## config.mk

```make
export PLATFORM = sky130hd
export DESIGN_NAME = hazard_unit
export DESIGN_NICKNAME = d
export VERILOG_FILES = /design/src/core_pkg.sv /design/src/hazard_unit.sv
export SDC_FILE = /design/constraint.sdc
export NUM_CORES = 1
export LEC_CHECK = 0
export ABC_CLOCK_PERIOD_IN_PS = 1400
export BUFFER_PORTS_ARGS = -buffer_cell sky130_fd_sc_hd__buf_4
export CAP_MARGIN = 40
export CORE_AREA = 5 5 110 112
export DETAILED_ROUTE_END_ITERATION = 7
export DIE_AREA = 0 0 115 117
export SETUP_SLACK_MARGIN = 0.02
export SYNTH_ARGS = -nofsm -noshare
export SYNTH_HDL_FRONTEND = slang
export SYNTH_SLANG_ARGS = --single-unit
```

## constraint.sdc

```tcl
create_clock -name vclk -period 1.4
set_input_delay 0.21 -clock vclk [all_inputs]
set_output_delay 0.21 -clock vclk [all_outputs]
set_load 0.1 [all_outputs]
```

## src/core_pkg.sv

```systemverilog
/*
  Shared sizes, encodings and pipeline structs for the RV32I subset core.
  Memories are word-addressed and small; PC_BITS limits programs to IMEM_DEPTH words.
*/
package core_pkg;

    // Sizes
    localparam int XLEN           = 32;
    localparam int REG_COUNT      = 32;
    localparam int IMEM_DEPTH     = 64;
    localparam int DMEM_DEPTH     = 64;
    localparam int IMEM_ADDR_BITS = $clog2(IMEM_DEPTH);
    localparam int DMEM_ADDR_BITS = $clog2(DMEM_DEPTH);
    localparam int PC_BITS        = 8;

    typedef logic [XLEN-1:0]    word_t;
    typedef logic [31:0]        instr_t;
    typedef logic [4:0]         reg_idx_t;
    typedef logic [PC_BITS-1:0] pc_t;

    // ADDI x0,x0,0
    localparam instr_t NOP_INSTR = 32'h0000_0013;

    // Major opcodes of the supported subset
    localparam logic [6:0] OPC_OP     = 7'b0110011;
    localparam logic [6:0] OPC_OP_IMM = 7'b0010011;
    localparam logic [6:0] OPC_LOAD   = 7'b0000011;
    localparam logic [6:0] OPC_STORE  = 7'b0100011;
    localparam logic [6:0] OPC_BRANCH = 7'b1100011;

    // Writes to these registers show up on the result port
    localparam reg_idx_t RESULT_REG_LOW   = 5'd18;
    localparam reg_idx_t RESULT_REG_HIGH  = 5'd25;
    localparam reg_idx_t RESULT_REG_SAVED = 5'd9;

    typedef enum logic [2:0] {
        ALU_ADD, ALU_SUB, ALU_AND, ALU_OR, ALU_XOR, ALU_SLT
    } alu_op_e;

    typedef enum logic [1:0] {
        FWD_REG, FWD_EX_MEM, FWD_MEM_WB
    } fwd_sel_e;

    // All zero is a bubble
    typedef struct packed {
        logic    reg_write;
        logic    mem_read;
        logic    mem_write;
        logic    branch;
        logic    branch_ne;
        logic    use_imm;
        alu_op_e alu_op;
    } ctrl_t;

    ////////////////////////////////////////////////////////////////////////////
    // Pipeline registers
    ////////////////////////////////////////////////////////////////////////////

    typedef struct packed {
        instr_t instr;
        pc_t    pc;
        logic   valid;
    } if_id_t;

    typedef struct packed {
        ctrl_t    ctrl;
        pc_t      pc;
        reg_idx_t rs1;
        reg_idx_t rs2;
        reg_idx_t rd;
        word_t    rs1_data;
        word_t    rs2_data;
        word_t    imm;
    } id_ex_t;

    typedef struct packed {
        logic     reg_write;
        logic     mem_read;
        logic     mem_write;
        reg_idx_t rd;
        word_t    alu_result;
        word_t    store_data;
    } ex_mem_t;

    ////////////////////////////////////////////////////////////////////////////
    // Ports
    ////////////////////////////////////////////////////////////////////////////

    typedef struct packed {
        logic     enable;
        reg_idx_t rd;
        word_t    data;
    } wb_write_t;

    typedef struct packed {
        logic taken;
        pc_t  target;
    } redirect_t;

    typedef struct packed {
        logic                      valid;
        logic [IMEM_ADDR_BITS-1:0] addr;
        instr_t                    data;
    } imem_write_t;

    typedef struct packed {
        logic     valid;
        reg_idx_t rd;
        word_t    value;
    } result_t;

endpackage
```

## src/hazard_unit.sv

```systemverilog
/*
  Load-use stall, branch flush and forwarding selects, all combinational.
  EX/MEM wins over MEM/WB; a load and a branch never share ID/EX, so stall and flush never meet.
*/
`timescale 1ns/1ns

module hazard_unit (
    input  core_pkg::if_id_t    if_id,
    input  core_pkg::id_ex_t    id_ex,
    input  core_pkg::ex_mem_t   ex_mem,
    input  core_pkg::wb_write_t wb,
    input  core_pkg::redirect_t redirect,
    output logic                stall,
    output logic                flush,
    output core_pkg::fwd_sel_e  fwd_a,
    output core_pkg::fwd_sel_e  fwd_b
);
    import core_pkg::*;

    logic [6:0] opcode;
    reg_idx_t   rs1;
    reg_idx_t   rs2;
    logic       uses_rs2;

    function automatic fwd_sel_e select_source(reg_idx_t src);
        if (ex_mem.reg_write && ex_mem.rd != '0 && ex_mem.rd == src) begin
            return FWD_EX_MEM;
        end else if (wb.enable && wb.rd != '0 && wb.rd == src) begin
            return FWD_MEM_WB;
        end
        return FWD_REG;
    endfunction

    assign opcode   = if_id.instr[6:0];
    assign rs1      = if_id.instr[19:15];
    assign rs2      = if_id.instr[24:20];
    // I-type immediates overlap rs2 and must not cause a stall
    assign uses_rs2 = (opcode == OPC_OP) || (opcode == OPC_STORE) || (opcode == OPC_BRANCH);

    assign flush = redirect.taken;
    assign stall = if_id.valid && id_ex.ctrl.mem_read && id_ex.rd != '0
                   && (id_ex.rd == rs1 || (uses_rs2 && id_ex.rd == rs2));

    assign fwd_a = select_source(id_ex.rs1);
    assign fwd_b = select_source(id_ex.rs2);

endmodule

```

==> results by group <==
STA
  – Max Slew Vio Count: 0
  – RSZ-0062 raised after global routing: true
  – Setup WS post-layout: -402.1 ps
  – Final min period: 1802 ps
  – Max Freq: 554.9 MHz
  – Max_slew headroom: 0.7882
  – Final Setup Violations: 5
  – Slew at the pin closest to its max-slew limit: 316.9 ps
  – Final Hold Violating Endpoints: 0
  – Final period util: 1.287
  – Hold Slack: 422.5 ps

Power
  – PnR Total Power: 0.3519 mW
  – PD cells: 256.8 nW/µm²
  – VDD IR max: 0.06548 mV
  – Leakage power: 0.5654 nW

Cells and area
  – Seq. cell area: 0 µm²
  – Layout cells sized above 1: 0.7244
  – Multi-input gate area: 545.5 µm²
  – Fillers: 1295
  – Final antenna diode count: 0
  – # clk buffers: 0
  – Finished Cell Area: 1370 µm²
  – Area delta synth->final: 226.9%
  – Nets@finish: 417
  – Seq Cell Count: 0

Global routing
  – Largest net degree at the start of global routing: 4
  – Most used routing layer in global routing: met2
  – Initial antenna violation count: 0
  – Met3 Track Usage GR: 0.002571
  – Met2 Use GR: 0.06443
  – GR Util met1: 0.03488
  – First-pass GRT wire length: 3429 µm
  – Vias in the first global route: 763
  – GRT Overall Usage: 0.03056
  – Overflow after GRT: 0

Synthesis
  – Mux contribution to synthesized area: 0
  – Synth Area in Compound Gates: 0.08358
  – Most frequent cell after synthesis: xor2_1
  – Post-synth top cells: 22 x xor2_1, 8 x xnor2_1, 5 x or4_1
  – Top cells by area, synth: xor2_1 46%, xnor2_1 17%, or4_1 9.0%
  – Synth Area in Adders: 0
  – Synth area leader: xor2_1
  – Largest family of logic cells by synthesized area: XOR/XNOR gates
  – Cell variety after synth: 16
  – Mapped Nets: 341
  – Post-synth top area share: 0.4597
  – Cell Area, Synth: 419.2 µm²
  – Sequential fraction of the synthesis area: 0
  – Synth warn: 0
  – Syn Area/Cell: 7.909 µm²
  – Post-Syn Instances: 53
  – Post-Synth Simple-Gate Area: 0.2716
  – Xor and xnor area share after synthesis: 0.6269

Status
  – Failing checks: negative setup slack
  – Outcome: finished with violations

Route
  – Routed Wire Length: 2248 µm
  – Routed len/inst: 8.326 µm
  – First-pass DRT Iterations: 2
  – Via density: 2.541
  – Drt drc: 0
  – Initial DRC count: 1
  – Via Count: 686
  – Post-DRT Antenna Nets: 0

Job
  – MaxCap Viol Count: 0

Worst setup path
  – CP Class: in2out
  – WP data required: 1190 ps
  – Worst-path fanout max: 2
  – CP arrival: 1590 ps
  – Setup crit end kind: output port
  – Setup crit start kind: primary input

Placed design
  – Port bufs: 51
  – GPL Wtd Cong: 0.7502
  – Post-DP HPWL: 2126 µm
  – DP Area: 1269 µm²

Floorplanning
  – Core Area: 11130 µm²
  – DIE AREA: 13460 µm²
  – IO Pins: 294
  – Die Span Y: 117 µm
  – Initial Util: 0.03767
  – Die W: 115 µm
  – Core Rows: 39

Worst hold path
  – HP Class: in2out

Clocking
  – Setup bufs post-CTS: 0
==> kinds of logic (layout without fill, tap and decap cells) <==
kind of cell | after synthesis | count (layout)
XOR/XNOR | 30 | 30
buffers and inverters | 1 | 75
AND/OR/NAND/NOR | 17 | 17
AO/OA/AOI/OAI | 5 | 5
==> what timing repair did <==
item	4_1_cts	5_1_grt
hold buffers	0	0
endpoints found under the setup margin	5	5
gates cloned	0	0
pin swaps	6	5
gates resized for setup	23	3
==> worst paths after layout <==
| kind | start | endpoint | cells after the start |
|---|---|---|---|
| max | id_ex[105] | fwd_b[1] | 5 |
| min | redirect[8] | flush | 0 |
==> final cells by class <==
type               instances  area share
well taps                143      0.1306
multi-input cells         52      0.3982
repair buffers            75      0.4712
==> critical path: stages <==
cell and delay, ps:
buf_4 120, xor2_1 160, or4_4 530, nor4_4 300
buf_6 260
==> stage by stage <==
| step | instances | setup slack, ps | utilization | setup TNS [ps] |
|---|---|---|---|---|
| 3_3_place_gp | 270 | -524.6 | 0.1140 | -2152 |
| 6_report | 270 | -402.1 | 0.1231 | -1560 |
| 3_5_place_dp | 270 | -514.3 | 0.1140 | -2208 |
| 5_1_grt | 270 | -474.5 | 0.1231 | -1799 |
| 4_1_cts | 270 | -423.2 | 0.1221 | -1600 |
| 2_1_floorplan | 53 | -971.2 | - | -3154 |
==> cell usage in the layout (no fill, tap or decap) <==
master / count
buf_4: 60
xor2_1: 22
buf_6: 12
xnor2_2: 6
nor4_4: 4
or4_4: 3
buf_12: 3
nand3_2: 2
nor3_1: 2
xnor2_1: 2
or4_1: 2
o21ai_4: 1
nor2_1: 1
nand2_1: 1
a2111oi_1: 1
nand4_1: 1
nand3_1: 1
o211ai_1: 1
a21oi_4: 1
o21ai_1: 1
==> power by group <==
group / total (mW) / internal, mW / switching [mW]
Clock: 0 / 0 / 0
Combinational: 0.352 / 0.207 / 0.144
Sequential: 0 / 0 / 0
==> routing by layer <==
metal	up-vias	share of wire
met5	-	0
met4	0	0
met3	0	0.081
met2	36	0.56
met1	308	0.36
li1	342	-
Power figures use the tool's default switching activity.
