### src/core_pkg.sv
/*
  Shared sizes, encodings and pipeline structs for the RV32I subset core.
  Memories are word-addressed and small; PC_BITS limits programs to IMEM_DEPTH words.
*/
package core_pkg;

    // Sizes
    localparam int XLEN           = 32;
    localparam int REG_COUNT      = 32;
    localparam int IMEM_DEPTH     = 64;
    localparam int DMEM_DEPTH     = 64;
    localparam int IMEM_ADDR_BITS = $clog2(IMEM_DEPTH);
    localparam int DMEM_ADDR_BITS = $clog2(DMEM_DEPTH);
    localparam int PC_BITS        = 8;

    typedef logic [XLEN-1:0]    word_t;
    typedef logic [31:0]        instr_t;
    typedef logic [4:0]         reg_idx_t;
    typedef logic [PC_BITS-1:0] pc_t;

    // ADDI x0,x0,0
    localparam instr_t NOP_INSTR = 32'h0000_0013;

    // Major opcodes of the supported subset
    localparam logic [6:0] OPC_OP     = 7'b0110011;
    localparam logic [6:0] OPC_OP_IMM = 7'b0010011;
    localparam logic [6:0] OPC_LOAD   = 7'b0000011;
    localparam logic [6:0] OPC_STORE  = 7'b0100011;
    localparam logic [6:0] OPC_BRANCH = 7'b1100011;

    // Writes to these registers show up on the result port
    localparam reg_idx_t RESULT_REG_LOW   = 5'd18;
    localparam reg_idx_t RESULT_REG_HIGH  = 5'd25;
    localparam reg_idx_t RESULT_REG_SAVED = 5'd9;

    typedef enum logic [2:0] {
        ALU_ADD, ALU_SUB, ALU_AND, ALU_OR, ALU_XOR, ALU_SLT
    } alu_op_e;

    typedef enum logic [1:0] {
        FWD_REG, FWD_EX_MEM, FWD_MEM_WB
    } fwd_sel_e;

    // All zero is a bubble
    typedef struct packed {
        logic    reg_write;
        logic    mem_read;
        logic    mem_write;
        logic    branch;
        logic    branch_ne;
        logic    use_imm;
        alu_op_e alu_op;
    } ctrl_t;

    ////////////////////////////////////////////////////////////////////////////
    // Pipeline registers
    ////////////////////////////////////////////////////////////////////////////

    typedef struct packed {
        instr_t instr;
        pc_t    pc;
        logic   valid;
    } if_id_t;

    typedef struct packed {
        ctrl_t    ctrl;
        pc_t      pc;
        reg_idx_t rs1;
        reg_idx_t rs2;
        reg_idx_t rd;
        word_t    rs1_data;
        word_t    rs2_data;
        word_t    imm;
    } id_ex_t;

    typedef struct packed {
        logic     reg_write;
        logic     mem_read;
        logic     mem_write;
        reg_idx_t rd;
        word_t    alu_result;
        word_t    store_data;
    } ex_mem_t;

    ////////////////////////////////////////////////////////////////////////////
    // Ports
    ////////////////////////////////////////////////////////////////////////////

    typedef struct packed {
        logic     enable;
        reg_idx_t rd;
        word_t    data;
    } wb_write_t;

    typedef struct packed {
        logic taken;
        pc_t  target;
    } redirect_t;

    typedef struct packed {
        logic                      valid;
        logic [IMEM_ADDR_BITS-1:0] addr;
        instr_t                    data;
    } imem_write_t;

    typedef struct packed {
        logic     valid;
        reg_idx_t rd;
        word_t    value;
    } result_t;

endpackage
### src/fetch_stage.sv
/*
  Instruction memory accepts writes only before start; only reset stops the core.
  Fetch begins at pc 0 in the cycle after the start strobe.
*/
`timescale 1ns/1ns

module fetch_stage (
    input  logic                  clock,
    input  logic                  reset,
    input  logic                  start,
    input  core_pkg::imem_write_t imem_write,
    input  logic                  stall,
    input  logic                  flush,
    input  core_pkg::redirect_t   redirect,
    output core_pkg::if_id_t      if_id
);
    import core_pkg::*;

    logic   running;
    pc_t    pc;
    instr_t imem [IMEM_DEPTH];

    always_ff @(posedge clock) begin
        if (reset) begin
            running <= 1'b0;
        end else if (start) begin
            running <= 1'b1;
        end
    end

    // Program load port
    always_ff @(posedge clock) begin
        if (!running && imem_write.valid) begin
            imem[imem_write.addr] <= imem_write.data;
        end
    end

    always_ff @(posedge clock) begin
        if (reset) begin
            pc <= '0;
        end else if (flush) begin
            pc <= redirect.target;
        end else if (running && !stall) begin
            pc <= pc + pc_t'(4);
        end
    end

    // IF/ID, a NOP while idle or squashed
    always_ff @(posedge clock) begin
        if (reset || flush) begin
            if_id <= '{instr: NOP_INSTR, pc: '0, valid: 1'b0};
        end else if (!stall) begin
            if_id.instr <= running ? imem[pc[IMEM_ADDR_BITS+1:2]] : NOP_INSTR;
            if_id.pc    <= pc;
            if_id.valid <= running;
        end
    end

endmodule

### config.mk
export PLATFORM = sky130hd
export DESIGN_NAME = fetch_stage
export DESIGN_NICKNAME = d
export VERILOG_FILES = /design/src/core_pkg.sv /design/src/fetch_stage.sv
export SDC_FILE = /design/constraint.sdc
export NUM_CORES = 2
export LEC_CHECK = 0
export BUFFER_PORTS_ARGS = -buffer_cell sky130_fd_sc_hd__buf_2
export CAP_MARGIN = 40
export CORE_AREA = 2 2 452 454
export DETAILED_ROUTE_END_ITERATION = 10
export DIE_AREA = 0 0 454 456
export HOLD_SLACK_MARGIN = 0.05
export PLACE_DENSITY = 0.62
export SKIP_LAST_GASP = 1
export SLEW_MARGIN = 20
export SYNTH_ARGS = -nofsm -noshare
export SYNTH_HDL_FRONTEND = slang
export SYNTH_SLANG_ARGS = --single-unit
### constraint.sdc
create_clock -name clock -period 7.2 [get_ports clock]
set_clock_uncertainty 0.1 [all_clocks]
set_input_delay 0.36 -clock clock [delete_from_list [all_inputs] [get_ports clock]]
set_output_delay 0.36 -clock clock [all_outputs]
set_load 0.02 [all_outputs]
==> flow_summary.json <==
{
  "synth_area_um2": 80520,
  "post-route-min-period_ps": 3844,
  "tns_ps": 0,
  "tritoncts": "yes",
  "worst_pin_slew_ps": 1066,
  "clk_pin_slew_ps": 60,
  "ys_top_cells_by_count": "edfxtp_1 (2048), mux4_2 (501), nand2_1 (170), mux2i_1 (136), nor2_1 (118)",
  "ant_nets": 0,
  "grt_first_pass_wirelength_um": 303700,
  "place_area_um2": 85470,
  "p_leak_uw": 0.02833,
  "first_iter_violations": 5349,
  "yosys.area.top_type": "edfxtp_1",
  "drive_above_1_share_pct": 27.45,
  "gp_congestion": 0.7741,
  "clk_latency_ps": 840,
  "holdPathEnd": "if_id[0]$_SDFFE_PP0N_",
  "cap_violations": 0,
  "clk_path_buf_depth": 3,
  "r2r-end": "if_id[12]$_SDFFE_PP0N_",
  "maxSlewViolCount": 0,
  "whs_path_depth": 4,
  "synthTopCellsByArea": "edfxtp_1 (76%), mux4_2 (14%), mux2i_1 (1.7%)",
  "peakVddDrop_uv": 269.8,
  "routed_wl_um": 215800,
  "synth.avg_cell_area_um2": 21.82,
  "crit_fanout": 94,
  "rows": 165,
  "fillers": 16602,
  "fin_hold_ws_ps": 134.8,
  "grt_max_degree": 113,
  "cts_buffers": 202,
  "start_util_pct": 39.92,
  "cts_root_buf": "clkbuf_16",
  "vias": 39961,
  "io_pins": 94,
  "grt_usage_pct": 20.74,
  "critPathKind": "reg -> reg",
  "core_um2": 201700,
  "syn-num-nets": 3744,
  "min_path_type": "in -> reg",
  "endpoint_kind": "flop",
  "rsz0062_at_grt": "false",
  "synthToLayoutAreaGrowth_pct": 14.86,
  "ctsHtreeMaxLevel": 4,
  "syn_inst": 3690,
  "ff2ff_setup_slack_ps": 3360,
  "fp.dieW_um": 454,
  "dr.pass1.iters": 6,
  "synth_top_area_share_pct": 76.38,
  "run_status": "completed",
  "ys_warn_count": 0,
  "nets": 4040,
  "synth_edf_count": 2048,
  "grt_pass1_vias": 39977,
  "finalHoldViolCount": 0,
  "post-synth-top-count-cell": "edfxtp_1",
  "wl_per_cell_um": 31.55,
  "hpwl_um": 117400,
  "ys_seq_area_share_pct": 77.77,
  "async_flop_share_pct": 0,
  "grt_overflow": 0,
  "worstPathRequired_ps": 7770,
  "rr_worst_depth": 7,
  "synthDistinctLibCells": 64,
  "ys.flop_type": "edfxtp_1",
  "port_buffers": 92,
  "fin_crit_sh_pct": 53.39,
  "post_cts.repair.setup_buffers": 0,
  "design_area_um2": 92490,
  "antenna_found_initial": 15,
  "die_y_um": 456,
  "timing.fmax_ghz": 0.2601,
  "start_kind": "flop",
  "cts_sinks": 2104,
  "ys_seq_elements": 2104,
  "drc": 0,
  "via_per_inst": 5.844,
  "maxSlewHeadroom_pct": 28.93,
  "p_per_area_nw_per_um2": 272.0,
  "dieArea_um2": 207000,
  "arrival_ps": 4410,
  "hp-start": "stall",
  "power_uw": 25150,
  "setup_viol": 0
}
[cells in the final DEF, fill, tap and decap left out, types with 32 or more instances in the layout]
cell type	count
a21oi_1	43
buf_12	32
buf_2	95
buf_4	99
clkbuf_1	52
clkbuf_16	204
clkinv_1	35
clkinv_2	38
dfxtp_1	50
dlygate4sd3_1	53
edfxtp_1	2048
mux2i_1	136
mux4_2	501
nand2_1	170
nand3_1	44
nor2_1	60
nor2_4	57
o22ai_1	40
[worst max-delay path, cell delays in order (launching register included)]
cell      delay (ps)
dfxtp_4          800
buf_12           520
inv_2            560
buf_4            490
mux2i_1          230
o221ai_1         130
nor2_1           450
a221oi_1         110
[kinds of logic after synthesis]
family / Yosys count / synth area share [%]
buf+inv: 208 / 1.333
fa+ha+maj: 1 / 0.01554
mux: 656 / 15.97
flops: 2104 / 77.77
xor+xnor: 5 / 0.05439
simple gates: 462 / 2.668
compound gates: 254 / 2.193
[where the power goes]
group,switching (µW),internal (µW)
combinational,812,527
clock,4490,5810
sequential,45.6,13500
total,5350,19800
[what timing repair did]
| action | 4_1_cts | 5_1_grt |
|---|---|---|
| hold buffers | 53 | 0 |
| endpoints found under the hold margin | 1288 | 0 |
| resized for setup | 0 | 0 |
[registers in the layout (all words and copies together) (netlist names), named ones only]
| register | count |
|---|---|
| pc | 8 |
| running | 1 |
| imem | 2048 |
| if_id | 41 |
[layer usage]
| metal | vias up | wire, µm | GRT usage, % |
|---|---|---|---|
| met1 | 21652 | 85700 | 28.58 |
| met5 | - | 50 | 0 |
| li1 | 16129 | - | - |
| met4 | 6 | 6620 | 6.936 |
| met2 | 1849 | 105000 | 33.37 |
| met3 | 325 | 18410 | 3.753 |
[through the flow]
step           std cells  utilization (%)  worst slack (ps)
2_1_floorplan       3690                -              2739
3_3_place_gp        6356            41.98              3197
3_5_place_dp        6396            42.38              3320
4_1_cts             6824            45.80              3300
5_1_grt             6833            45.85              3134
6_report            6838            45.85              3356
[how the worst max path moves through the flow]
| stage | end | slack, ps | cells after the start |
|---|---|---|---|
| floorplan | imem[54][0]$_DFFE_PP_ | 2740 | 3 |
| finish | if_id[12]$_SDFFE_PP0N_ | 3360 | 7 |
| global route | if_id[12]$_SDFFE_PP0N_ | 3130 | 7 |
| CTS | if_id[32]$_SDFFE_PP0N_ | 3300 | 7 |
| global placement | if_id[20]$_SDFFE_PP0N_ | 3200 | 6 |
| detailed placement | if_id[32]$_SDFFE_PP0N_ | 3320 | 7 |
[layout make-up]
type	count	area (µm²)	share of cell area, %
well taps	2672	3343	3.615
flip-flops and latches	2104	62640	67.73
clock inverters	102	850.8	0.9199
multi-input cells	1378	17310	18.72
clock buffers	273	5534	5.984
inverters	4	15.01	0.01623
repair buffers	296	2770	2.995
diodes	9	22.52	0.02435
(Power assumes the default switching activity.)
