===== src/core_pkg.sv =====
/*
  Shared sizes, encodings and pipeline structs for the RV32I subset core.
  Memories are word-addressed and small; PC_BITS limits programs to IMEM_DEPTH words.
*/
package core_pkg;

    // Sizes
    localparam int XLEN           = 32;
    localparam int REG_COUNT      = 32;
    localparam int IMEM_DEPTH     = 64;
    localparam int DMEM_DEPTH     = 64;
    localparam int IMEM_ADDR_BITS = $clog2(IMEM_DEPTH);
    localparam int DMEM_ADDR_BITS = $clog2(DMEM_DEPTH);
    localparam int PC_BITS        = 8;

    typedef logic [XLEN-1:0]    word_t;
    typedef logic [31:0]        instr_t;
    typedef logic [4:0]         reg_idx_t;
    typedef logic [PC_BITS-1:0] pc_t;

    // ADDI x0,x0,0
    localparam instr_t NOP_INSTR = 32'h0000_0013;

    // Major opcodes of the supported subset
    localparam logic [6:0] OPC_OP     = 7'b0110011;
    localparam logic [6:0] OPC_OP_IMM = 7'b0010011;
    localparam logic [6:0] OPC_LOAD   = 7'b0000011;
    localparam logic [6:0] OPC_STORE  = 7'b0100011;
    localparam logic [6:0] OPC_BRANCH = 7'b1100011;

    // Writes to these registers show up on the result port
    localparam reg_idx_t RESULT_REG_LOW   = 5'd18;
    localparam reg_idx_t RESULT_REG_HIGH  = 5'd25;
    localparam reg_idx_t RESULT_REG_SAVED = 5'd9;

    typedef enum logic [2:0] {
        ALU_ADD, ALU_SUB, ALU_AND, ALU_OR, ALU_XOR, ALU_SLT
    } alu_op_e;

    typedef enum logic [1:0] {
        FWD_REG, FWD_EX_MEM, FWD_MEM_WB
    } fwd_sel_e;

    // All zero is a bubble
    typedef struct packed {
        logic    reg_write;
        logic    mem_read;
        logic    mem_write;
        logic    branch;
        logic    branch_ne;
        logic    use_imm;
        alu_op_e alu_op;
    } ctrl_t;

    ////////////////////////////////////////////////////////////////////////////
    // Pipeline registers
    ////////////////////////////////////////////////////////////////////////////

    typedef struct packed {
        instr_t instr;
        pc_t    pc;
        logic   valid;
    } if_id_t;

    typedef struct packed {
        ctrl_t    ctrl;
        pc_t      pc;
        reg_idx_t rs1;
        reg_idx_t rs2;
        reg_idx_t rd;
        word_t    rs1_data;
        word_t    rs2_data;
        word_t    imm;
    } id_ex_t;

    typedef struct packed {
        logic     reg_write;
        logic     mem_read;
        logic     mem_write;
        reg_idx_t rd;
        word_t    alu_result;
        word_t    store_data;
    } ex_mem_t;

    ////////////////////////////////////////////////////////////////////////////
    // Ports
    ////////////////////////////////////////////////////////////////////////////

    typedef struct packed {
        logic     enable;
        reg_idx_t rd;
        word_t    data;
    } wb_write_t;

    typedef struct packed {
        logic taken;
        pc_t  target;
    } redirect_t;

    typedef struct packed {
        logic                      valid;
        logic [IMEM_ADDR_BITS-1:0] addr;
        instr_t                    data;
    } imem_write_t;

    typedef struct packed {
        logic     valid;
        reg_idx_t rd;
        word_t    value;
    } result_t;

endpackage

===== src/execute_stage.sv =====
/*
  Branches resolve here and redirect fetch combinationally.
  SLT compares signed; store data is the forwarded rs2 value.
*/
`timescale 1ns/1ns

module execute_stage (
    input  logic                clock,
    input  logic                reset,
    input  core_pkg::id_ex_t    id_ex,
    input  core_pkg::fwd_sel_e  fwd_a,
    input  core_pkg::fwd_sel_e  fwd_b,
    output core_pkg::ex_mem_t   ex_mem,
    input  core_pkg::wb_write_t wb,
    output core_pkg::redirect_t redirect
);
    import core_pkg::*;

    word_t op_a;
    word_t op_b;
    word_t alu_b;
    word_t alu_y;

    function automatic word_t forward(fwd_sel_e sel, word_t reg_val,
                                      word_t ex_val, word_t wb_val);
        case (sel)
            FWD_EX_MEM: return ex_val;
            FWD_MEM_WB: return wb_val;
            default:    return reg_val;
        endcase
    endfunction

    assign op_a  = forward(fwd_a, id_ex.rs1_data, ex_mem.alu_result, wb.data);
    assign op_b  = forward(fwd_b, id_ex.rs2_data, ex_mem.alu_result, wb.data);
    assign alu_b = id_ex.ctrl.use_imm ? id_ex.imm : op_b;

    ////////////////////////////////////////////////////////////////////////////
    // ALU and branch compare
    ////////////////////////////////////////////////////////////////////////////

    always_comb begin
        case (id_ex.ctrl.alu_op)
            ALU_SUB: alu_y = op_a - alu_b;
            ALU_AND: alu_y = op_a & alu_b;
            ALU_OR:  alu_y = op_a | alu_b;
            ALU_XOR: alu_y = op_a ^ alu_b;
            ALU_SLT: alu_y = word_t'($signed(op_a) < $signed(alu_b));
            default: alu_y = op_a + alu_b;
        endcase
    end

    // BNE inverts the equality
    assign redirect.taken  = id_ex.ctrl.branch && ((op_a == op_b) != id_ex.ctrl.branch_ne);
    assign redirect.target = id_ex.pc + id_ex.imm[PC_BITS-1:0];

    always_ff @(posedge clock) begin
        if (reset) begin
            ex_mem <= '0;
        end else begin
            ex_mem.reg_write  <= id_ex.ctrl.reg_write;
            ex_mem.mem_read   <= id_ex.ctrl.mem_read;
            ex_mem.mem_write  <= id_ex.ctrl.mem_write;
            ex_mem.rd         <= id_ex.rd;
            ex_mem.alu_result <= alu_y;
            ex_mem.store_data <= op_b;
        end
    end

endmodule


===== config.mk =====
export PLATFORM = sky130hd
export DESIGN_NAME = execute_stage
export DESIGN_NICKNAME = d
export VERILOG_FILES = /design/src/core_pkg.sv /design/src/execute_stage.sv
export SDC_FILE = /design/constraint.sdc
export NUM_CORES = 1
export LEC_CHECK = 0
export ABC_AREA = 0
export BUFFER_PORTS_ARGS = -buffer_cell sky130_fd_sc_hd__buf_4
export CAP_MARGIN = 30
export CORE_MARGIN = 2
export CORE_UTILIZATION = 59
export CTS_BUF_LIST = sky130_fd_sc_hd__clkbuf_16
export DETAILED_ROUTE_END_ITERATION = 8
export PLACE_DENSITY = 0.89
export SYNTH_ARGS = -nofsm -noshare
export SYNTH_HDL_FRONTEND = slang
export SYNTH_SLANG_ARGS = --single-unit

===== constraint.sdc =====
create_clock -name clock -period 7.5 [get_ports clock]
set_clock_uncertainty 0.05 [all_clocks]
set_input_delay 0.75 -clock clock [delete_from_list [all_inputs] [get_ports clock]]
set_output_delay 0.75 -clock clock [all_outputs]
set_load 0.03 [all_outputs]

==> results.py <==
metrics = {
    "outcome": {
        "status": "completed",
    },
    "yosys": {
        "ys.flop_type": "dfxtp_1",
        "synth-edff-count": 0,
        "yosysSeqAreaShare_pct": 15.7,
        "synth_cells": 1306,
        "netlist_area_um2": 9170,
        "syn_nets": 1588,
        "avgSynthCellArea_um2": 7.02,
        "synth_cell_types": 87,
        "synth-seq-cells": 72,
        "yosys_warnings": 0,
        "async_flop_share_pct": 0,
    },
    "critical_path": {
        "worstPathRequired_ns": 7.64,
        "worstSetupEndpointType": "flop",
        "crit_buf_inv": 3,
        "crit_type": "in2reg",
        "critPathMaxStageDelay_ns": 0.72,
        "cp_top_family": "compound AO/OA/AOI/OAI gates",
        "critPathSlowestCell": "ha_2",
        "cp-start-kind": "input port",
        "crit_fanout": 34,
        "path_cells": "buf_4, inv_1, ha_2, buf_4, nor2_1, a21oi_1, o21ai_0, ha_1, nand2_1, or4_1, nand2b_1, o211a_1, o31a_1, o21ai_0, a31oi_1, xnor2_1, nand2_1, a31oi_1",
        "cp.arrival_ns": 5.69,
    },
    "timing": {
        "finalSetupViolCount": 0,
        "maxSlewViolCount": 0,
        "slew_headroom_pct": 26.1,
        "final.period_utilization_pct": 74.0,
        "tns_ns": 0,
        "post-route-min-period_ns": 5.55,
        "hold_ws_ns": 0.568,
        "rsz0062_at_grt": "no",
        "max_clock_freq_mhz": 180,
        "worst_pin_slew_ns": 1.10,
        "hold_viol_final": 0,
    },
    "route": {
        "drt-total-wl_mm": 38.6,
        "drtPass1Iterations": 6,
        "wl_met3_mm": 5.82,
        "wire_per_inst_um": 23.2,
        "vias": 11194,
        "routed-wl-met2_mm": 15.8,
        "ant_nets": 0,
        "highest_layer": "met5",
        "avgViaCountPerCell": 6.72,
        "wl_met1_mm": 14.9,
        "drt_iter0_markers": 1866,
        "drc": 0,
    },
    "worst_hold_path": {
        "min_path_type": "in2reg",
    },
    "clocking": {
        "cts.path.max_buffers": 2,
        "cts_setup_buffers": 0,
        "cts-resized-gates": 0,
        "cts-buffers-inserted": 9,
        "cts_tree": "done",
        "ctsHoldBuffers": 0,
        "clk_pin_slew_ns": 0.06,
        "ctsHtreeMaxLevel": 3,
        "root_buffer": "clkbuf_16",
        "clk_latency_ns": 0.34,
        "clkSinkCount": 72,
    },
    "place": {
        "routabilityCongestion": 1.06,
        "placed_cells": 1650,
        "hpwl_mm": 29.4,
        "io_buffers": 236,
    },
    "cells_and_area": {
        "final_common_cell": "buf_4",
        "largest_register_ffs": 72,
        "largest-register": "ex_mem",
        "layout.area.seq_um2": 1440,
        "fin_cells": 1665,
        "final_nets": 1755,
        "n_antenna_cell": 0,
        "multiInputGateArea_um2": 6950,
        "layout_common_cells": "248 x buf_4, 172 x a21oi_1, 171 x nor2_1",
        "drive_gt1_share_pct": 21.1,
        "reg_top3": "ex_mem (72)",
        "fillers": 1229,
        "area.growth.synth_to_final_pct": 21.9,
    },
    "die": {
        "io_pins": 253,
        "start_util_pct": 60.3,
        "die_w_um": 129,
        "die_h_um": 129,
        "rows": 45,
        "die-area_um2": 16600,
        "core_um2": 15200,
    },
    "flow_run": {
        "max-cap-violations": 0,
    },
    "power_and_ir_drop": {
        "power_mw": 2.17,
        "leakagePower_nw": 5.16,
        "powerDensity_nw_per_um2": 194,
        "ir_worst_vdd_uv": 110,
    },
    "grt": {
        "overflow": 0,
        "grt_pass1_wl_mm": 56.8,
        "grt_usage_pct": 44.8,
        "grt_max_degree": 72,
        "grt_pass1_vias": 9925,
        "grt_antenna_before_repair": 0,
    },
}
## per-stage QoR
step	util (%)	setup slack [ns]	cell area, um2
4_1_cts	73.5	2.21	11200
5_1_grt	73.5	1.64	11200
3_3_place_gp	71.6	1.96	10900
3_5_place_dp	71.6	1.91	10900
2_1_floorplan	-	2.86	9170
6_report	73.5	1.95	11200
## metal layers
metal / track usage, % / vias up
met4: 20.0 / 2
met3: 11.1 / 140
met1: 62.7 / 5121
met5: 0 / -
met2: 64.8 / 970
li1: - / 4961
## report_power, final
part           internal, mW  switching, mW
clock network         0.254          0.175
logic                 0.470          0.809
registers             0.425         0.0325
## synth_stat cells, types with 4 or more instances
cell      instances  share of area (%)
a221oi_1          8               0.76
o21ai_1           5               0.27
o31ai_1           8               0.65
buf_4             4               0.33
a21o_1            8               0.65
nand3_1          13               0.71
xnor2_1          65                6.2
a21oi_1         172                9.4
a211oi_1         14                1.1
o211ai_1         11               0.90
o21ai_0          84                4.6
nor2_1          171                7.0
ha_1            107                 15
and2_1            4               0.27
clkbuf_1         64                2.6
o22ai_1           7               0.48
or2_2             5               0.34
nor4_1            4               0.27
buf_1            11               0.45
o221ai_1          6               0.57
o21bai_1         11               0.90
a221o_1           6               0.65
a31oi_1          12               0.82
buf_2            11               0.60
o21a_1            5               0.41
nand2b_1          4               0.27
nand2_1          96                3.9
o211a_1           6               0.65
nand4_1          10               0.68
dfxtp_1          72                 16
or3_1             7               0.48
xor2_1            8               0.76
inv_1           100                4.1
nor3_1           18               0.98
a22oi_1          68                5.6
nor2b_1          13               0.89
## final timing paths
| check | from | endpoint | cells past startpoint | slack (ns) |
|---|---|---|---|---|
| worst max register to register | ex_mem[37]$_SDFF_PP0_ | ex_mem[58]$_SDFF_PP0_ | 15 | 2.91 |
| worst max-delay path | fwd_b[0] | ex_mem[59]$_SDFF_PP0_ | 18 | 1.95 |
| worst min register to register | ex_mem[45]$_SDFF_PP0_ | ex_mem[13]$_SDFF_PP0_ | 4 | 0.65 |
| worst min-delay path | id_ex[127] | ex_mem[71]$_SDFF_PP0_ | 2 | 0.57 |
## final cells by class
cell class	count	area share [%]
Tap cell	188	2.10
Sequential cell	72	12.9
Clock buffer	9	2.01
Inverter	105	3.53
Multi-Input combinational cell	1036	62.2
Clock inverter	6	0.548
Timing Repair Buffer	249	16.8
## logic make-up (layout without fill, tap and decap cells)
kind of cell	count (synthesis)	count (layout)	synth area share, %
AOI/OAI and AO/OA	490	490	35.7
and+or+nand+nor	359	359	17.2
buffers and inverters	198	369	8.66
adders and majority gates	110	110	15.3
xor gates and xnor gates	73	73	6.97
DFF	72	72	15.7
muxes	4	4	0.450
Note: power is estimated with default switching activity, not from simulation.
