## config.mk

```make
export PLATFORM = sky130hd
export DESIGN_NAME = decode_stage
export DESIGN_NICKNAME = d
export VERILOG_FILES = /design/src/core_pkg.sv /design/src/decode_stage.sv /design/src/register_file.sv
export SDC_FILE = /design/constraint.sdc
export NUM_CORES = 2
export LEC_CHECK = 0
export ABC_AREA = 1
export BUFFER_PORTS_ARGS = -buffer_cell sky130_fd_sc_hd__buf_4
export CELL_PAD_IN_SITES_DETAIL_PLACEMENT = 1
export CELL_PAD_IN_SITES_GLOBAL_PLACEMENT = 1
export CORE_MARGIN = 4
export CORE_UTILIZATION = 40
export CTS_CLUSTER_DIAMETER = 100
export DETAILED_ROUTE_END_ITERATION = 6
export PLACE_DENSITY_LB_ADDON = 0.1
export SLEW_MARGIN = 20
export SYNTH_ARGS = -nofsm -noshare
export SYNTH_HDL_FRONTEND = slang
export SYNTH_SLANG_ARGS = --single-unit
```

## constraint.sdc

```tcl
create_clock -name clock -period 2.3 [get_ports clock]
set_input_delay 0 -clock clock [delete_from_list [all_inputs] [get_ports clock]]
set_output_delay 0 -clock clock [all_outputs]
set_load 0.02 [all_outputs]
```

## src/core_pkg.sv

```systemverilog
/*
  Shared sizes, encodings and pipeline structs for the RV32I subset core.
  Memories are word-addressed and small; PC_BITS limits programs to IMEM_DEPTH words.
*/
package core_pkg;

    // Sizes
    localparam int XLEN           = 32;
    localparam int REG_COUNT      = 32;
    localparam int IMEM_DEPTH     = 64;
    localparam int DMEM_DEPTH     = 64;
    localparam int IMEM_ADDR_BITS = $clog2(IMEM_DEPTH);
    localparam int DMEM_ADDR_BITS = $clog2(DMEM_DEPTH);
    localparam int PC_BITS        = 8;

    typedef logic [XLEN-1:0]    word_t;
    typedef logic [31:0]        instr_t;
    typedef logic [4:0]         reg_idx_t;
    typedef logic [PC_BITS-1:0] pc_t;

    // ADDI x0,x0,0
    localparam instr_t NOP_INSTR = 32'h0000_0013;

    // Major opcodes of the supported subset
    localparam logic [6:0] OPC_OP     = 7'b0110011;
    localparam logic [6:0] OPC_OP_IMM = 7'b0010011;
    localparam logic [6:0] OPC_LOAD   = 7'b0000011;
    localparam logic [6:0] OPC_STORE  = 7'b0100011;
    localparam logic [6:0] OPC_BRANCH = 7'b1100011;

    // Writes to these registers show up on the result port
    localparam reg_idx_t RESULT_REG_LOW   = 5'd18;
    localparam reg_idx_t RESULT_REG_HIGH  = 5'd25;
    localparam reg_idx_t RESULT_REG_SAVED = 5'd9;

    typedef enum logic [2:0] {
        ALU_ADD, ALU_SUB, ALU_AND, ALU_OR, ALU_XOR, ALU_SLT
    } alu_op_e;

    typedef enum logic [1:0] {
        FWD_REG, FWD_EX_MEM, FWD_MEM_WB
    } fwd_sel_e;

    // All zero is a bubble
    typedef struct packed {
        logic    reg_write;
        logic    mem_read;
        logic    mem_write;
        logic    branch;
        logic    branch_ne;
        logic    use_imm;
        alu_op_e alu_op;
    } ctrl_t;

    ////////////////////////////////////////////////////////////////////////////
    // Pipeline registers
    ////////////////////////////////////////////////////////////////////////////

    typedef struct packed {
        instr_t instr;
        pc_t    pc;
        logic   valid;
    } if_id_t;

    typedef struct packed {
        ctrl_t    ctrl;
        pc_t      pc;
        reg_idx_t rs1;
        reg_idx_t rs2;
        reg_idx_t rd;
        word_t    rs1_data;
        word_t    rs2_data;
        word_t    imm;
    } id_ex_t;

    typedef struct packed {
        logic     reg_write;
        logic     mem_read;
        logic     mem_write;
        reg_idx_t rd;
        word_t    alu_result;
        word_t    store_data;
    } ex_mem_t;

    ////////////////////////////////////////////////////////////////////////////
    // Ports
    ////////////////////////////////////////////////////////////////////////////

    typedef struct packed {
        logic     enable;
        reg_idx_t rd;
        word_t    data;
    } wb_write_t;

    typedef struct packed {
        logic taken;
        pc_t  target;
    } redirect_t;

    typedef struct packed {
        logic                      valid;
        logic [IMEM_ADDR_BITS-1:0] addr;
        instr_t                    data;
    } imem_write_t;

    typedef struct packed {
        logic     valid;
        reg_idx_t rd;
        word_t    value;
    } result_t;

endpackage
```

## src/decode_stage.sv

```systemverilog
/*
  Unsupported encodings and invalid slots decode as bubbles.
  Stall and flush both load a bubble into ID/EX.
*/
`timescale 1ns/1ns

module decode_stage (
    input  logic                clock,
    input  logic                reset,
    input  core_pkg::if_id_t    if_id,
    input  core_pkg::wb_write_t wb,
    input  logic                stall,
    input  logic                flush,
    output core_pkg::id_ex_t    id_ex
);
    import core_pkg::*;

    logic [6:0] opcode;
    logic [2:0] funct3;
    logic [6:0] funct7;
    reg_idx_t   rs1;
    reg_idx_t   rs2;
    reg_idx_t   rd;
    word_t      rs1_data;
    word_t      rs2_data;
    word_t      imm;
    ctrl_t      ctrl;
    logic       known;

    assign opcode = if_id.instr[6:0];
    assign rd     = if_id.instr[11:7];
    assign funct3 = if_id.instr[14:12];
    assign rs1    = if_id.instr[19:15];
    assign rs2    = if_id.instr[24:20];
    assign funct7 = if_id.instr[31:25];

    register_file u_register_file (
        .clock    (clock),
        .reset    (reset),
        .rs1      (rs1),
        .rs2      (rs2),
        .wb       (wb),
        .rs1_data (rs1_data),
        .rs2_data (rs2_data)
    );

    ////////////////////////////////////////////////////////////////////////////
    // Control and immediate
    ////////////////////////////////////////////////////////////////////////////

    always_comb begin
        ctrl  = '0;
        known = 1'b1;
        imm   = {{20{if_id.instr[31]}}, if_id.instr[31:20]};
        case (opcode)
            OPC_OP, OPC_OP_IMM: begin
                ctrl.reg_write = 1'b1;
                ctrl.use_imm   = (opcode == OPC_OP_IMM);
                case (funct3)
                    3'b000: ctrl.alu_op = (opcode == OPC_OP && funct7[5]) ? ALU_SUB : ALU_ADD;
                    3'b010: ctrl.alu_op = ALU_SLT;
                    3'b100: ctrl.alu_op = ALU_XOR;
                    3'b110: ctrl.alu_op = ALU_OR;
                    3'b111: ctrl.alu_op = ALU_AND;
                    default: known = 1'b0;
                endcase
            end
            OPC_LOAD: begin
                ctrl.reg_write = 1'b1;
                ctrl.mem_read  = 1'b1;
                ctrl.use_imm   = 1'b1;
                known          = (funct3 == 3'b010);
            end
            OPC_STORE: begin
                ctrl.mem_write = 1'b1;
                ctrl.use_imm   = 1'b1;
                known          = (funct3 == 3'b010);
                imm = {{20{if_id.instr[31]}}, if_id.instr[31:25], if_id.instr[11:7]};
            end
            OPC_BRANCH: begin
                ctrl.branch    = 1'b1;
                ctrl.branch_ne = funct3[0];
                known          = (funct3[2:1] == 2'b00);
                imm = {{19{if_id.instr[31]}}, if_id.instr[31], if_id.instr[7],
                       if_id.instr[30:25], if_id.instr[11:8], 1'b0};
            end
            default: known = 1'b0;
        endcase
        if (!known || !if_id.valid) begin
            ctrl = '0;
        end
    end

    // ID/EX register
    always_ff @(posedge clock) begin
        if (reset || stall || flush) begin
            id_ex <= '0;
        end else begin
            id_ex <= '{ctrl: ctrl, pc: if_id.pc, rs1: rs1, rs2: rs2, rd: rd,
                       rs1_data: rs1_data, rs2_data: rs2_data, imm: imm};
        end
    end

endmodule

```

## src/register_file.sv

```systemverilog
/*
  x0 reads as zero; a read of the register written this cycle sees the new value.
*/
`timescale 1ns/1ns

module register_file (
    input  logic                clock,
    input  logic                reset,
    input  core_pkg::reg_idx_t  rs1,
    input  core_pkg::reg_idx_t  rs2,
    input  core_pkg::wb_write_t wb,
    output core_pkg::word_t     rs1_data,
    output core_pkg::word_t     rs2_data
);
    import core_pkg::*;

    word_t regs [REG_COUNT];

    always_ff @(posedge clock) begin
        if (reset) begin
            for (int i = 0; i < REG_COUNT; i++) begin
                regs[i] <= '0;
            end
        end else if (wb.enable && wb.rd != '0) begin
            regs[wb.rd] <= wb.data;
        end
    end

    // Write-through bypass
    assign rs1_data = (wb.enable && wb.rd != '0 && wb.rd == rs1) ? wb.data : regs[rs1];
    assign rs2_data = (wb.enable && wb.rd != '0 && wb.rd == rs2) ? wb.data : regs[rs2];

endmodule

```

==> results.json <==
{
  "crit_fanout": 19,
  "io_pins": 211,
  "rr_startpoint": "u_register_file.regs[29][11]",
  "clock_sinks": 1133,
  "crit_start": "reset",
  "ys_ff_latch": 1133,
  "core-area_um2": 156000,
  "drt_iter0_markers": 6521,
  "slowest_stage": "dlygate4sd3_1",
  "p_leak_nw": 34.0,
  "yosys.cell_count.top_type": "nand2_1",
  "p_total_mw": 53.5,
  "setup_viol": 0,
  "die_x_um": 405,
  "yosysWarnings": 0,
  "drive_gt1_frac": 0.102,
  "fmax_ghz": 0.444,
  "worstSetupStartpointType": "input port",
  "worstHoldStart": "if_id[25]",
  "critPathKind": "in -> reg",
  "die_h_um": 405,
  "area_growth_pct": 18.8,
  "grt_pass1_wl_mm": 418,
  "fin_util": 0.478,
  "cp_common_cell": "dlygate4sd3_1",
  "io_buffer_count": 210,
  "vias_per_cell": 5.77,
  "slew_violations": 0,
  "drt-pass1-iter-count": 6,
  "die_area_um2": 164000,
  "timing.setup.tns_ns": 0,
  "syn_avg_cell_area_um2": 7.67,
  "tightest_slew_ns": 0.863,
  "syn_area_um2": 62900,
  "clockBufferDepth": 3,
  "synth_area_leaders": "edfxtp_1, nand3_1, nand2_1, nor2_1, inv_1",
  "gp_routability_congestion": 0.886,
  "postRouteAntennaNets": 0,
  "numCtsBuffers": 140,
  "grt_pass1_vias": 62135,
  "netlist.area_leader.share": 0.489,
  "clockRootBuffer": "clkbuf_16",
  "grt_usage": 0.347,
  "cp_cell_sequence": "buf_4, dlygate4sd3_1, nor3_4, buf_12, buf_4, o21ai_0, dlygate4sd3_1, a21oi_1, dlygate4sd3_1",
  "crit_buf_inv": 6,
  "cts_setup_buffers": 0,
  "min_period_over_period": 0.980,
  "yosysSeqAreaShare": 0.523,
  "async_reset_ff_frac": 0,
  "cts_tree": "yes",
  "path_delay_family": "buffers and inverters",
  "status": "finished, final reports clean",
  "dpl_worst_slack_ns": 0.162,
  "dp.final_hpwl_mm": 173,
  "dp.cells": 10185,
  "synth.distinct_cells": 33,
  "final_cells": 10600,
  "crit_required_ns": 3.03,
  "skew_ns": 0.0274,
  "yosys.area.top_type": "edfxtp_1",
  "grt_max_degree": 100,
  "antenna_found_initial": 9,
  "synth_ff_type": "edfxtp_1",
  "synth.top_cells.by_count": "nand2_1, nand3_1, nor2_1",
  "timing.final.ws_setup_ns": 0.0459,
  "arrival_ns": 2.98,
  "synth_edf_count": 1024,
  "hold_viol": 0,
  "ir_drop_mv": 0.779,
  "synth_cells": 8199,
  "slowest_delay_ns": 0.61,
  "cap_violations": 0,
  "route.vias.total": 61212,
  "rows": 145,
  "end_kind": "flop",
  "drt_wl_total_mm": 289,
  "cts.clk_slew.worst_paths_ns": 0.05,
  "grt-ovfl-total": 0,
  "relSlewSlack": 0.425,
  "htreeDepth": 4,
  "initial_core_util": 0.403,
  "wl_per_cell_um": 27.2,
  "drc": 0,
  "nets": 8516,
  "post-route-min-period_ns": 2.25,
  "worstHoldPathType": "in -> reg",
  "p_per_area_nw_per_um2": 715,
  "worstSkewPairLatency_ns": 0.81
}
[kinds of logic after synthesis]
kind of cell	after synthesis	synth area share
AO/OA/AOI/OAI	174	0.0171
XOR/XNOR	7	0.000974
buffers and inverters	1745	0.112
flip-flops	1133	0.523
other	1	0.0000596
AND/OR/NAND/NOR	5139	0.346
[per-stage QoR]
step	hold slack, ns	cell area [um2]
finish	0.0489	74700
global route	0.0258	74700
CTS	0.0000346	74700
detailed placement	0.225	68800
global placement	0.215	68800
floorplan	0.0770	63000
[final timing paths]
check                    end  slack (ns)  depth (start not counted)
hold / removal    id_ex[107]        0.05                          4
setup reg to reg   id_ex[75]        0.14                          9
hold reg to reg    id_ex[43]        0.90                          8
setup / recovery   id_ex[67]        0.05                          9
[layer usage]
metal	track usage	vias to the layer above	part of all wire
met5	0	-	0.00010
met4	0.168	4	0.053
met3	0.0630	715	0.086
met2	0.554	2965	0.45
met1	0.455	30860	0.41
li1	-	26668	-
[registers in the layout, summed over array words and instances (netlist names)]
signal                flops
id_ex                   109
u_register_file.regs   1024
[worst reg2reg max path: stages (launching register included)]
cell and delay [ns]:
edfxtp_1 0.36, inv_1 0.10, nand2_1 0.06, nand3_1 0.10, nand3_1 0.09, nand3_1 0.28, nand3_1 0.32, nand2_1 0.14
a21oi_1 0.06, dlygate4sd3_1 0.54
[cell type report]
cell class              instances  area [um2]
fillers                     18745       81500
flip-flops and latches       1133       32900
multi-input cells            5352       23200
repair buffers                740        7650
inverters                    1066        4050
clock buffers                 185        3770
well taps                    2058        2570
clock inverters                60         539
diodes                          6        15.0
[cell usage in the layout, fill, tap and decap left out, types with 26 or more instances in the layout]
| master | synthesis | layout |
|---|---|---|
| clkbuf_1 | 306 | 37 |
| clkbuf_16 | 0 | 142 |
| nand3_1 | 1875 | 1875 |
| o21ai_0 | 27 | 26 |
| buf_4 | 36 | 438 |
| conb_1 | 1 | 32 |
| inv_1 | 1054 | 1050 |
| dfxtp_1 | 109 | 109 |
| a21oi_1 | 61 | 60 |
| o211ai_1 | 64 | 64 |
| edfxtp_1 | 1024 | 1024 |
| dlygate4sd3_1 | 0 | 164 |
| nor2_1 | 1081 | 1081 |
| buf_12 | 0 | 132 |
| nand2_1 | 2149 | 2095 |
| nand2_2 | 6 | 60 |
[timing repair]
action / CTS / global route
hold buffers: 164 / 2
setup endpoints to repair: 0 / 13
hold endpoints to repair: 1063 / 2
resized for setup: 0 / 5
[power breakdown]
group | total (mW) | switching [mW] | internal [mW]
registers | 23.8 | 0.357 | 23.5
logic | 8.09 | 5.70 | 2.40
clock network | 21.5 | 9.31 | 12.2
Power figures use the tool's default switching activity.
